[config.mk]
export PLATFORM = sky130hd
export DESIGN_NAME = axis_lrelu_top
export DESIGN_NICKNAME = d
export VERILOG_FILES = /design/src/verilog/lrelu_pkg.sv /design/src/verilog/lrelu_beat_if.sv /design/src/verilog/lrelu_cfg_if.sv /design/src/verilog/axis_dw_down.sv /design/src/verilog/axis_lrelu_top.sv /design/src/verilog/axis_reg_slice.sv /design/src/verilog/lrelu_config_ctrl.sv /design/src/verilog/lrelu_engine.sv
export SDC_FILE = /design/constraint.sdc
export NUM_CORES = 1
export LEC_CHECK = 0
export BUFFER_PORTS_ARGS = -buffer_cell sky130_fd_sc_hd__buf_2
export CAP_MARGIN = 10
export CORE_AREA = 4 4 190 266
export CTS_BUF_LIST = sky130_fd_sc_hd__clkbuf_2
export DETAILED_ROUTE_END_ITERATION = 8
export DIE_AREA = 0 0 194 270
export PLACE_DENSITY = 0.73
export SYNTH_ARGS = -nofsm -noshare
export SYNTH_HDL_FRONTEND = slang
export SYNTH_HIERARCHICAL = 1
export SYNTH_SLANG_ARGS = --single-unit
[constraint.sdc]
create_clock -name aclk -period 19.9 [get_ports aclk]
set_input_delay 0 -clock aclk [delete_from_list [all_inputs] [get_ports aclk]]
set_output_delay 0 -clock aclk [all_outputs]
set_load 0.02 [all_outputs]
[src/verilog/lrelu_pkg.sv]
package lrelu_pkg;

    // word types of the datapath
    typedef logic signed [15:0] acc_t;    // one accumulator word from the conv engine
    typedef logic signed [7:0]  out_t;    // one requantized word after the leaky relu
    typedef logic        [7:0]  scale_t;  // unsigned per-unit multiplier
    typedef logic        [3:0]  shift_t;  // global arithmetic right shift
    typedef logic signed [25:0] prod_t;   // 17 bit sum times 9 bit signed scale fits here

    // iteration states of the config controller
    typedef enum logic [1:0] {
        WRITE_S,  // waits for the single config beat and is entered on reset
        PASS_S,   // data beats go through the width converter
        BLOCK_S   // input held off until the output tlast has left
    } ctrl_state_t;

    localparam int DEF_UNITS   = 2;  // words per narrow beat
    localparam int DEF_MEMBERS = 4;  // narrow beats packed into one wide beat

    // negative values get a slope of 1/8
    localparam int LEAK_SHIFT = 3;

    // the config beat reuses the wide data layout, word index w counts from the lsb
    //   word u             holds bias u for u below UNITS
    //   word UNITS+u       holds scale u in its low 8 bits
    //   word 2*UNITS       holds the shift in its low 4 bits
    // so a wide beat must carry at least 2*UNITS+1 words
    // all other words of the config beat are ignored

endpackage
[src/verilog/lrelu_beat_if.sv]
interface lrelu_beat_if #(
    parameter int  UNITS  = lrelu_pkg::DEF_UNITS,
    parameter type word_t = lrelu_pkg::acc_t     // acc_t before the engine, out_t after it
) ();

    logic                valid;  // beat present
    logic                ready;  // sink takes the beat on this edge
    word_t [UNITS-1:0]   data;   // UNITS words, word 0 in the lsbs
    logic                last;   // final beat of the iteration

    // producer side
    modport source (
        output valid,
        output data,
        output last,
        input  ready
    );

    // consumer side
    modport sink (
        input  valid,
        input  data,
        input  last,
        output ready
    );

endinterface

[src/verilog/lrelu_cfg_if.sv]
interface lrelu_cfg_if #(
    parameter int UNITS = lrelu_pkg::DEF_UNITS
) ();

    // fields are only meaningful in the cycle where load is high
    logic                           load;   // one cycle strobe on the config transfer
    lrelu_pkg::acc_t   [UNITS-1:0]  bias;   // added before the multiply
    lrelu_pkg::scale_t [UNITS-1:0]  scale;  // per unit multiplier
    lrelu_pkg::shift_t              shift;  // shared requant shift

    modport ctrl (
        output load,
        output bias,
        output scale,
        output shift
    );

    // engine copies the fields into its own registers
    modport engine (
        input  load,
        input  bias,
        input  scale,
        input  shift
    );

endinterface

[src/verilog/axis_dw_down.sv]
module axis_dw_down #(
    parameter int UNITS   = lrelu_pkg::DEF_UNITS,
    parameter int MEMBERS = lrelu_pkg::DEF_MEMBERS
) (
    input  logic                                aclk,
    input  logic                                arst_n,
    input  logic                                s_valid,
    output logic                                s_ready,
    input  lrelu_pkg::acc_t [MEMBERS*UNITS-1:0] s_data,
    input  logic                                s_last,
    lrelu_beat_if.source                        m
);

    localparam int CNT_W   = (MEMBERS > 1) ? $clog2(MEMBERS) : 1;
    localparam int GROUP_W = UNITS * $bits(lrelu_pkg::acc_t);  // bits shifted out per beat

    lrelu_pkg::acc_t [MEMBERS*UNITS-1:0] buf_q;  // wide beat, current group in the lsbs
    logic                                full_q;
    logic                                last_q;  // wide beat arrived with tlast
    logic [CNT_W-1:0]                    cnt_q;   // member being presented
    logic                                s_fire;
    logic                                m_fire;
    logic                                final_member;

    assign s_ready      = !full_q;  // only one wide beat held at a time
    assign s_fire       = s_valid && s_ready;
    assign m_fire       = m.valid && m.ready;
    assign final_member = (cnt_q == CNT_W'(MEMBERS - 1));

    assign m.valid = full_q;
    assign m.data  = buf_q[UNITS-1:0];
    assign m.last  = last_q && final_member;  // only the last member carries tlast

    always_ff @(posedge aclk or negedge arst_n) begin
        if (!arst_n) begin
            full_q <= 1'b0;
            cnt_q  <= '0;
        end else if (s_fire) begin
            full_q <= 1'b1;  // first member valid the next cycle
            cnt_q  <= '0;
        end else if (m_fire) begin
            if (final_member) begin
                full_q <= 1'b0;
            end
            cnt_q <= cnt_q + 1'b1;
        end
    end

    // s_fire and m_fire never coincide since a full buffer refuses input
    always_ff @(posedge aclk) begin
        if (s_fire) begin
            buf_q  <= s_data;
            last_q <= s_last;
        end else if (m_fire) begin
            buf_q <= buf_q >> GROUP_W;  // next group drops into the lsbs
        end
    end

    // a stalled narrow beat must not change under the engine
    a_stable_on_stall: assert property (
        @(posedge aclk) disable iff (!arst_n)
        (m.valid && !m.ready) |=> (m.valid && $stable(m.data) && $stable(m.last))
    );

endmodule

[src/verilog/axis_lrelu_top.sv]
module axis_lrelu_top #(
    parameter int UNITS   = lrelu_pkg::DEF_UNITS,
    parameter int MEMBERS = lrelu_pkg::DEF_MEMBERS
) (
    input  logic                                aclk,
    input  logic                                arst_n,
    input  logic                                s_axis_tvalid,
    output logic                                s_axis_tready,
    input  lrelu_pkg::acc_t [MEMBERS*UNITS-1:0] s_axis_tdata,   // config or data, wide
    input  logic                                s_axis_tlast,
    output logic                                m_axis_tvalid,
    input  logic                                m_axis_tready,
    output lrelu_pkg::out_t [UNITS-1:0]         m_axis_tdata,   // narrow output words
    output logic                                m_axis_tlast
);

    logic dw_valid;  // steered input valid
    logic dw_ready;

    lrelu_beat_if #(.UNITS(UNITS), .word_t(lrelu_pkg::acc_t)) dw_bus ();
    lrelu_beat_if #(.UNITS(UNITS), .word_t(lrelu_pkg::out_t)) eng_bus ();
    lrelu_beat_if #(.UNITS(UNITS), .word_t(lrelu_pkg::out_t)) out_bus ();
    lrelu_cfg_if  #(.UNITS(UNITS))                            cfg_bus ();

    assign m_axis_tvalid = out_bus.valid;
    assign m_axis_tdata  = out_bus.data;
    assign m_axis_tlast  = out_bus.last;
    assign out_bus.ready = m_axis_tready;

    // the controller also watches the output to know when the iteration is done
    lrelu_config_ctrl #(.UNITS(UNITS), .MEMBERS(MEMBERS)) u_ctrl (
        .aclk          (aclk),
        .arst_n        (arst_n),
        .s_axis_tvalid (s_axis_tvalid),
        .s_axis_tready (s_axis_tready),
        .s_axis_tdata  (s_axis_tdata),
        .s_axis_tlast  (s_axis_tlast),
        .dw_valid      (dw_valid),
        .dw_ready      (dw_ready),
        .out_valid     (m_axis_tvalid),
        .out_ready     (m_axis_tready),
        .out_last      (m_axis_tlast),
        .cfg_bus       (cfg_bus)
    );

    axis_dw_down #(.UNITS(UNITS), .MEMBERS(MEMBERS)) u_dw (
        .aclk    (aclk),
        .arst_n  (arst_n),
        .s_valid (dw_valid),
        .s_ready (dw_ready),
        .s_data  (s_axis_tdata),
        .s_last  (s_axis_tlast),
        .m       (dw_bus)
    );

    lrelu_engine #(.UNITS(UNITS)) u_engine (
        .aclk   (aclk),
        .arst_n (arst_n),
        .cfg    (cfg_bus),
        .s      (dw_bus),
        .m      (eng_bus)
    );

    axis_reg_slice #(.UNITS(UNITS)) u_slice (
        .aclk   (aclk),
        .arst_n (arst_n),
        .s      (eng_bus),
        .m      (out_bus)
    );

endmodule

[src/verilog/axis_reg_slice.sv]
module axis_reg_slice #(
    parameter int UNITS = lrelu_pkg::DEF_UNITS
) (
    input  logic         aclk,
    input  logic         arst_n,
    lrelu_beat_if.sink   s,
    lrelu_beat_if.source m
);

    lrelu_pkg::out_t [UNITS-1:0] main_data_q;  // entry seen at the output
    lrelu_pkg::out_t [UNITS-1:0] skid_data_q;  // catches the beat accepted during a stall
    logic                        main_valid_q;
    logic                        main_last_q;
    logic                        skid_valid_q;
    logic                        skid_last_q;
    logic                        s_fire;
    logic                        load_main;

    assign s.ready   = !skid_valid_q;  // registered so the output ready path stops here
    assign s_fire    = s.valid && s.ready;
    assign load_main = m.ready || !main_valid_q;  // output entry free or leaving

    assign m.valid = main_valid_q;
    assign m.data  = main_data_q;
    assign m.last  = main_last_q;

    always_ff @(posedge aclk or negedge arst_n) begin
        if (!arst_n) begin
            main_valid_q <= 1'b0;
            skid_valid_q <= 1'b0;
        end else if (load_main) begin
            main_valid_q <= skid_valid_q || s.valid;  // skid entry goes first
            skid_valid_q <= 1'b0;
        end else if (s_fire) begin
            skid_valid_q <= 1'b1;
        end
    end

    always_ff @(posedge aclk) begin
        if (load_main) begin
            main_data_q <= skid_valid_q ? skid_data_q : s.data;
            main_last_q <= skid_valid_q ? skid_last_q : s.last;
        end
        if (s_fire) begin
            skid_data_q <= s.data;  // only kept when the output is stalled
            skid_last_q <= s.last;
        end
    end

    // a parked skid beat always has an older beat waiting ahead of it
    a_skid_behind_main: assert property (
        @(posedge aclk) disable iff (!arst_n)
        skid_valid_q |-> main_valid_q
    );

endmodule

[src/verilog/lrelu_config_ctrl.sv]
module lrelu_config_ctrl #(
    parameter int UNITS   = lrelu_pkg::DEF_UNITS,
    parameter int MEMBERS = lrelu_pkg::DEF_MEMBERS
) (
    input  logic                                aclk,
    input  logic                                arst_n,
    input  logic                                s_axis_tvalid,
    output logic                                s_axis_tready,
    input  lrelu_pkg::acc_t [MEMBERS*UNITS-1:0] s_axis_tdata,
    input  logic                                s_axis_tlast,
    output logic                                dw_valid,   // valid toward the converter
    input  logic                                dw_ready,
    input  logic                                out_valid,  // top output stream watched for its tlast
    input  logic                                out_ready,
    input  logic                                out_last,
    lrelu_cfg_if.ctrl                           cfg_bus
);

    lrelu_pkg::ctrl_state_t state_q;
    lrelu_pkg::ctrl_state_t state_d;
    logic                   in_fire;
    logic                   out_last_fire;

    // the config words have to fit inside one wide beat
    if (MEMBERS * UNITS < 2 * UNITS + 1) begin : g_layout_check
        $error("config beat needs at least 2*UNITS+1 words");
    end

    assign in_fire       = s_axis_tvalid && s_axis_tready;
    assign out_last_fire = out_valid && out_ready && out_last;  // last word left the top

    always_ff @(posedge aclk or negedge arst_n) begin
        if (!arst_n) begin
            state_q <= lrelu_pkg::WRITE_S;
        end else begin
            state_q <= state_d;
        end
    end

    always_comb begin
        state_d = state_q;
        case (state_q)
            lrelu_pkg::WRITE_S: begin
                if (in_fire) begin
                    state_d = lrelu_pkg::PASS_S;  // exactly one config beat per iteration
                end
            end
            lrelu_pkg::PASS_S: begin
                if (in_fire && s_axis_tlast) begin
                    state_d = lrelu_pkg::BLOCK_S;
                end
            end
            lrelu_pkg::BLOCK_S: begin
                // everything in flight has drained once the output tlast goes out
                if (out_last_fire) begin
                    state_d = lrelu_pkg::WRITE_S;
                end
            end
            default: state_d = lrelu_pkg::WRITE_S;
        endcase
    end

    // the selected consumer owns the input handshake
    always_comb begin
        s_axis_tready = 1'b0;
        dw_valid      = 1'b0;
        cfg_bus.load  = 1'b0;
        case (state_q)
            lrelu_pkg::WRITE_S: begin
                s_axis_tready = 1'b1;           // config capture never stalls
                cfg_bus.load  = s_axis_tvalid;  // so valid alone marks the transfer
            end
            lrelu_pkg::PASS_S: begin
                dw_valid      = s_axis_tvalid;
                s_axis_tready = dw_ready;
            end
            default: begin
                s_axis_tready = 1'b0;  // blocked while the previous iteration drains
            end
        endcase
    end

    // slice the config beat straight from the input bus
    always_comb begin
        for (int u = 0; u < UNITS; u++) begin
            cfg_bus.bias[u]  = s_axis_tdata[u];
            cfg_bus.scale[u] = s_axis_tdata[UNITS+u][7:0];
        end
        cfg_bus.shift = s_axis_tdata[2*UNITS][3:0];
    end

    // the input closes on the edge that takes the data tlast of the iteration
    a_closed_after_tlast: assert property (
        @(posedge aclk) disable iff (!arst_n)
        (state_q == lrelu_pkg::PASS_S && in_fire && s_axis_tlast) |=> !s_axis_tready
    );

endmodule

[src/verilog/lrelu_engine.sv]
module lrelu_engine #(
    parameter int UNITS = lrelu_pkg::DEF_UNITS
) (
    input  logic         aclk,
    input  logic         arst_n,
    lrelu_cfg_if.engine  cfg,
    lrelu_beat_if.sink   s,
    lrelu_beat_if.source m
);

    lrelu_pkg::acc_t   [UNITS-1:0] bias_q;
    lrelu_pkg::scale_t [UNITS-1:0] scale_q;
    lrelu_pkg::shift_t             shift_q;
    lrelu_pkg::prod_t  [UNITS-1:0] prod_d;
    lrelu_pkg::prod_t  [UNITS-1:0] prod_q;  // stage 1 result
    lrelu_pkg::out_t   [UNITS-1:0] out_d;
    lrelu_pkg::out_t   [UNITS-1:0] out_q;   // stage 2 result
    logic                          en;
    logic                          v1_q;
    logic                          v2_q;
    logic                          last1_q;
    logic                          last2_q;

    // shift, leak and clamp one product to a signed byte
    function automatic lrelu_pkg::out_t requant(
        input lrelu_pkg::prod_t  p,
        input lrelu_pkg::shift_t sh
    );
        lrelu_pkg::prod_t v;
        v = p >>> sh;
        if (v < 0) begin
            v = v >>> lrelu_pkg::LEAK_SHIFT;  // leaky slope of 1/8
        end
        if (v > 127) begin
            return 8'sh7f;
        end else if (v < -128) begin
            return 8'sh80;
        end
        return v[7:0];
    endfunction

    assign en      = m.ready;  // whole pipeline freezes when the slice is full
    assign s.ready = en;
    assign m.valid = v2_q;
    assign m.data  = out_q;
    assign m.last  = last2_q;

    // config is copied once per iteration while the pipeline is empty
    always_ff @(posedge aclk) begin
        if (cfg.load) begin
            bias_q  <= cfg.bias;
            scale_q <= cfg.scale;
            shift_q <= cfg.shift;
        end
    end

    // stage 1 math, bias add then multiply
    always_comb begin
        logic signed [16:0] sum;
        for (int u = 0; u < UNITS; u++) begin
            sum       = 17'(s.data[u]) + 17'(bias_q[u]);  // cannot overflow 17 bits
            prod_d[u] = lrelu_pkg::prod_t'(sum)
                        * lrelu_pkg::prod_t'(signed'({1'b0, scale_q[u]}));
        end
    end

    // stage 2 math
    always_comb begin
        for (int u = 0; u < UNITS; u++) begin
            out_d[u] = requant(prod_q[u], shift_q);
        end
    end

    always_ff @(posedge aclk or negedge arst_n) begin
        if (!arst_n) begin
            v1_q <= 1'b0;
            v2_q <= 1'b0;
        end else if (en) begin
            v1_q <= s.valid;  // bubbles travel too
            v2_q <= v1_q;
        end
    end

    always_ff @(posedge aclk) begin
        if (en) begin
            prod_q  <= prod_d;
            last1_q <= s.last;
            out_q   <= out_d;
            last2_q <= last1_q;
        end
    end

    // the controller only loads after the previous iteration has fully drained
    a_load_when_empty: assert property (
        @(posedge aclk) disable iff (!arst_n)
        cfg.load |-> !(s.valid || v1_q || v2_q)
    );

endmodule

After elaboration in Yosys (flattened, before gate mapping) --
Index checks and enable logic that the tools add are counted.
Storage, ports and cells: register bits after elaboration 294, input bits 133, logic and storage cells 101
Cells by class: add/sub/neg operators 3, multipliers 2, $lt $le $gt $ge 6, equal/unequal tests 6, shifts and indexed selects 2, muxes and demuxes 30, reductions and logical operators 19
Operators with widths (count):
- $mux 128 | 2
- $gt 26x8->1 const B | 2
- $lt 26x1->1 const B | 2
- $lt 26x8->1 const B | 2
- $mul 17x9->26 | 2
- $sshr 26x4->26 | 2
- $mux 25 | 2
- $mux 8 | 6
- $add 16x16->17 | 2
- $mux 16 | 1
- $mux 1 | 12
- $mux 2 | 5
- $logic_and 1x1->1 | 8
- $ne 2x1->1 const B | 3
- $pmux 2 s3 | 1
- $reduce_bool 2->1 | 3
- $eq 2x2->1 const B | 2
- $logic_not 1->1 | 3
- $reduce_and 3->1 | 1
- $add 2x1->2 const B | 1
- $eq 2x1->1 const B | 1
- $logic_not 2->1 | 1
- $logic_or 1x1->1 | 2
- $pmux 1 s2 | 1
- $reduce_and 2->1 | 1

Logic depth before layout (Yosys ltp) --
depth in word-level cells 7, gate-level depth with buffers 30, depth with buffers taken out 28

Hierarchy --
Netlist, hierarchy kept.
By module, submodules not included:
- lrelu_engine | times used 1, cells an instance 1952, area an instance 18650.4 µm², seq. area each 3713.6 µm²
- axis_dw_down | times used 1, cells an instance 319, area an instance 5798.1 µm², seq. area each 3948.8 µm²
- axis_reg_slice | times used 1, cells an instance 61, area an instance 1376.3 µm², seq. area each 1071.0 µm²
- lrelu_config_ctrl | times used 1, cells an instance 65, area an instance 511.7 µm², seq. area each 50.0 µm²

Worst setup path before layout --
OpenSTA, ideal clock, no wires.
path kind register to register, start point reg u_dw.buf_q (netlist bit u_dw/m.data[16]), end point reg u_engine/prod_q[51] (netlist bit) (data pin), library setup time 265 ps, arrival 6505 ps, required time 19635 ps, setup slack 13130 ps, cell stages (with the launch flop) 28, path buffers 1, path through edfxtp_1 -> buf_4 -> ha_1 -> inv_1 -> fa_1 -> nor2b_1 -> o21ai_0 -> a21boi_0 -> o211ai_1 -> a21o_1 -> and4b_1 -> xnor2_1 -> nand2_1 -> fa_1 -> inv_1 -> fa_1 -> fa_1 -> inv_1 -> fa_1 -> inv_1 -> ha_1 -> or3_1 -> a31oi_1 -> a21oi_1 -> o31ai_1 -> o21ai_0 -> and4_1 -> or3_1
RTL lines:
- start: declaration | RTL line axis_dw_down.sv:17 | lrelu_pkg::acc_t [MEMBERS*UNITS-1:0] buf_q;
- start signal: assignment | RTL line axis_dw_down.sv:52 | buf_q <= s_data;
- start signal: assignment | RTL line axis_dw_down.sv:55 | buf_q <= buf_q >> GROUP_W;
- end signal: assignment | RTL line lrelu_engine.sv:86 | prod_q <= prod_d;
- end: declaration | RTL line lrelu_engine.sv:15 | lrelu_pkg::prod_t [UNITS-1:0] prod_q;

==> reports/metrics.yaml <==
worst_setup_path:
  path_buf_inv: 4
  path_delay_family: "adder cells"
  path_common_cell: "fa_1"
  slowest_delay_ns: 0.57
  r2r_setup_slack_ns: 12.24
  slowest_stage: "xnor2_1"
  cp_max_fo: 8
  start_kind: "flip-flop"
  timing.rr.start: "u_dw/m.data[16]$_DFFE_PP_"
  cp-end-kind: "flip-flop"
  critPathLaunch: "u_dw/m.data[16]$_DFFE_PP_"
  crit_required_ns: 20.61
  criticalPathCategory: "flip-flop to flip-flop"
  cp.arrival_ns: 8.37
  regToRegEndpoint: "u_engine/prod_q[51]$_DFFE_PP_"
  r2r_cells: 27
sta:
  slew_violations: 0
  hold_viol: 0
  tns_ns: 0
  max_freq_ghz: 0.1306
  rsz0062_at_grt: "false"
  max_slew.worst_pin.slew_ns: 1.156
  finClkSkew_ns: 0.1063
  fin_crit_ns: 7.660
  setup_viol: 0
  relSlewSlack_pct: 22.95
  layout_worst_path_cycle_share_pct: 38.49
cells_and_area:
  area_growth_pct: 14.42
  final_nets: 3209
  fillers: 3755
  seq_area_um2: 8783
  fin_cells: 3404
  multi_input_comb_area_um2: 15070
  drive_above_1_share_pct: 16.68
yosys:
  synth.distinct_cells: 85
  async_reset_ff_share_pct: 3.061
  syn_avg_cell_area_um2: 10.99
  synth_seq_cells: 294
  synthSimpleGateAreaFrac_pct: 12.93
  synth_top_cell_by_area: "edfxtp_1"
  synth_compound_area_share_pct: 7.701
  syn_area_um2: 26340
  synthTopCellsByArea: "edfxtp_1, fa_1, ha_1, inv_1, mux2_2"
  synth_top_area_share_pct: 32.50
  syn_inst: 2397
  synth_nets: 2887
  synthMuxAreaShare_pct: 11.20
  synth_top_family_by_area: "adder cells"
  synth_ff_type: "edfxtp_1"
  synthXorXnorAreaFrac_pct: 2.162
  ys_seq_area_share_pct: 33.35
  synth-edff-count: 285
  synthAdderAreaFrac_pct: 23.17
  ys_warn_count: 6
route:
  detail-route-antenna-nets: 0
  route.vias.total: 18820
  vias_per_cell: 5.528
  drt-total-wl_mm: 59.07
  first_iter_violations: 1250
  drc: 0
  first_pass_iters: 6
  wl_per_cell_um: 17.35
grt:
  overflow: 0
  grt_pass1_wl_mm: 98.72
  antenna_found_initial: 3
  grt_usage_pct: 22.55
  grt_pass1_vias: 20160
  grt_max_degree: 76
floorplan:
  die-area_um2: 52380
  start_util_pct: 54.84
  die_h_um: 270
  io_pins: 152
  chipWidth_um: 194
  core-area_um2: 48020
  rows: 95
cts:
  clock_latency_ns: 1.04
  numCtsBuffers: 73
  clkSinkCount: 294
  cts-root-buf: "clkbuf_2"
  max-clock-path-buffers: 3
  cts_resized: 0
  htreeDepth: 3
  clkSlewWorstSetupHoldPaths_ns: 0.11
  cts_tree: "done"
worst_hold_path:
  hold_start: "s_axis_tdata[4]"
  min_path_type: "primary input to flip-flop"
  whs_path_depth: 3
  hold_path_end: "u_engine/bias_q[4]$_DFFE_PP_"
placed_design:
  gp_congestion: 0.8819
  io_buffers: 151
  dp_hpwl_mm: 38.94
  dp_cells: 3005
flow_run:
  cap_violations: 0
run_status:
  status: "finished, final reports clean"
-- layout make-up --
cell class | count | share of cell area, %
antenna | 5 | 0.04152
clock buffer | 103 | 1.711
clock inverter | 22 | 0.6021
inverter | 334 | 4.160
multi-input combinational | 1585 | 50.00
sequential | 294 | 29.15
tap | 630 | 2.616
timing repair buffer | 431 | 11.72
-- repair_timing --
action | CTS | global route
hold endpoints to repair | 266 | 0
buffers inserted | 0 | 0
hold buffers | 269 | 0
-- flip-flops by register name (all words and copies together), names as in the netlist, 16 cells and up --
name and count:
u_dw/buf_q 96, u_dw/m.data 32, u_engine/bias_q 32, u_engine/m.data 16, u_engine/prod_q 52, u_engine/scale_q 16
u_slice/m.data 16, u_slice/skid_data_q 16
-- through the flow --
| stage | worst slack [ns] | cell area [um2] | hold WS [ns] | util [%] |
|---|---|---|---|---|
| finish | 12.24 | 30130 | 0.2859 | 62.75 |
| floorplan | 13.13 | 26340 | -0.2956 | - |
| detailed placement | 12.37 | 26730 | -0.1366 | 55.67 |
| CTS | 12.34 | 30120 | 0.1613 | 62.73 |
| global route | 11.73 | 30130 | 0.1800 | 62.75 |
| global placement | 12.65 | 26730 | -0.1431 | 55.67 |
-- Yosys cell counts, drive strengths merged, types with 39 or more instances --
library cell  instances
inv                 333
edfxtp              285
fa                  218
nand2               170
and2                147
ha                  139
mux2                134
buf                 119
nor2                 87
a21oi                81
clkbuf               64
o21ai                56
xnor2                55
nand3                47
mux2i                41
and3                 39
-- worst min-delay path: stages --
cell	delay (ns)
dlygate4sd3_1	0.53
buf_2	0.10
dlygate4sd3_1	0.56
-- layer usage --
layer	vias up	part of all wire, %	global-route usage [%]
li1	8846	-	-
met1	9226	39	26.58
met2	605	53	41.44
met3	141	5.0	3.831
met4	0	2.7	7.886
met5	-	0	0
-- layout by cell type, fill, tap and decap left out, drive strengths merged, types with 10 or more instances in the layout --
cell type    Yosys  routed
inv            333     336
edfxtp         285     285
dlygate4sd3      0     269
fa             218     218
nand2          170     170
buf            119     162
and2           147     147
ha             139     139
mux2           134     134
clkbuf          64     103
nor2            87      87
a21oi           81      81
o21ai           56      56
xnor2           55      55
nand3           47      47
mux2i           41      41
and3            39      39
mux4            36      36
nand2b          30      30
nor2b           29      29
a31oi           26      26
nor3            21      21
nand4           19      19
o221ai          17      17
o21a            16      16
clkinv           1      15
a21o            12      12
a211oi          12      12
o211ai          11      11
nor3b           11      11
xor2            10      10
or3             10      10
-- how the worst max path moves through the flow --
stage                                         end  slack, ns  cells after the start
CTS                 u_engine/prod_q[51]$_DFFE_PP_      12.34                     26
floorplan           u_engine/prod_q[51]$_DFFE_PP_      13.13                     27
finish              u_engine/prod_q[51]$_DFFE_PP_      12.24                     27
global placement    u_engine/prod_q[51]$_DFFE_PP_      12.65                     26
detailed placement  u_engine/prod_q[51]$_DFFE_PP_      12.37                     26
global route        u_engine/prod_q[51]$_DFFE_PP_      11.73                     24
-- cell families after synthesis --
family,after synthesis
buffers and inverters,518
AND/OR/NAND/NOR,646
flip-flops,294
adder cells (fa/ha/maj),357
XOR/XNOR,65
multiplexers,211
AO/OA/AOI/OAI,306
Power is not shown: default switching activity piles up to over one toggle a cycle in this logic, so the estimate is an artifact.
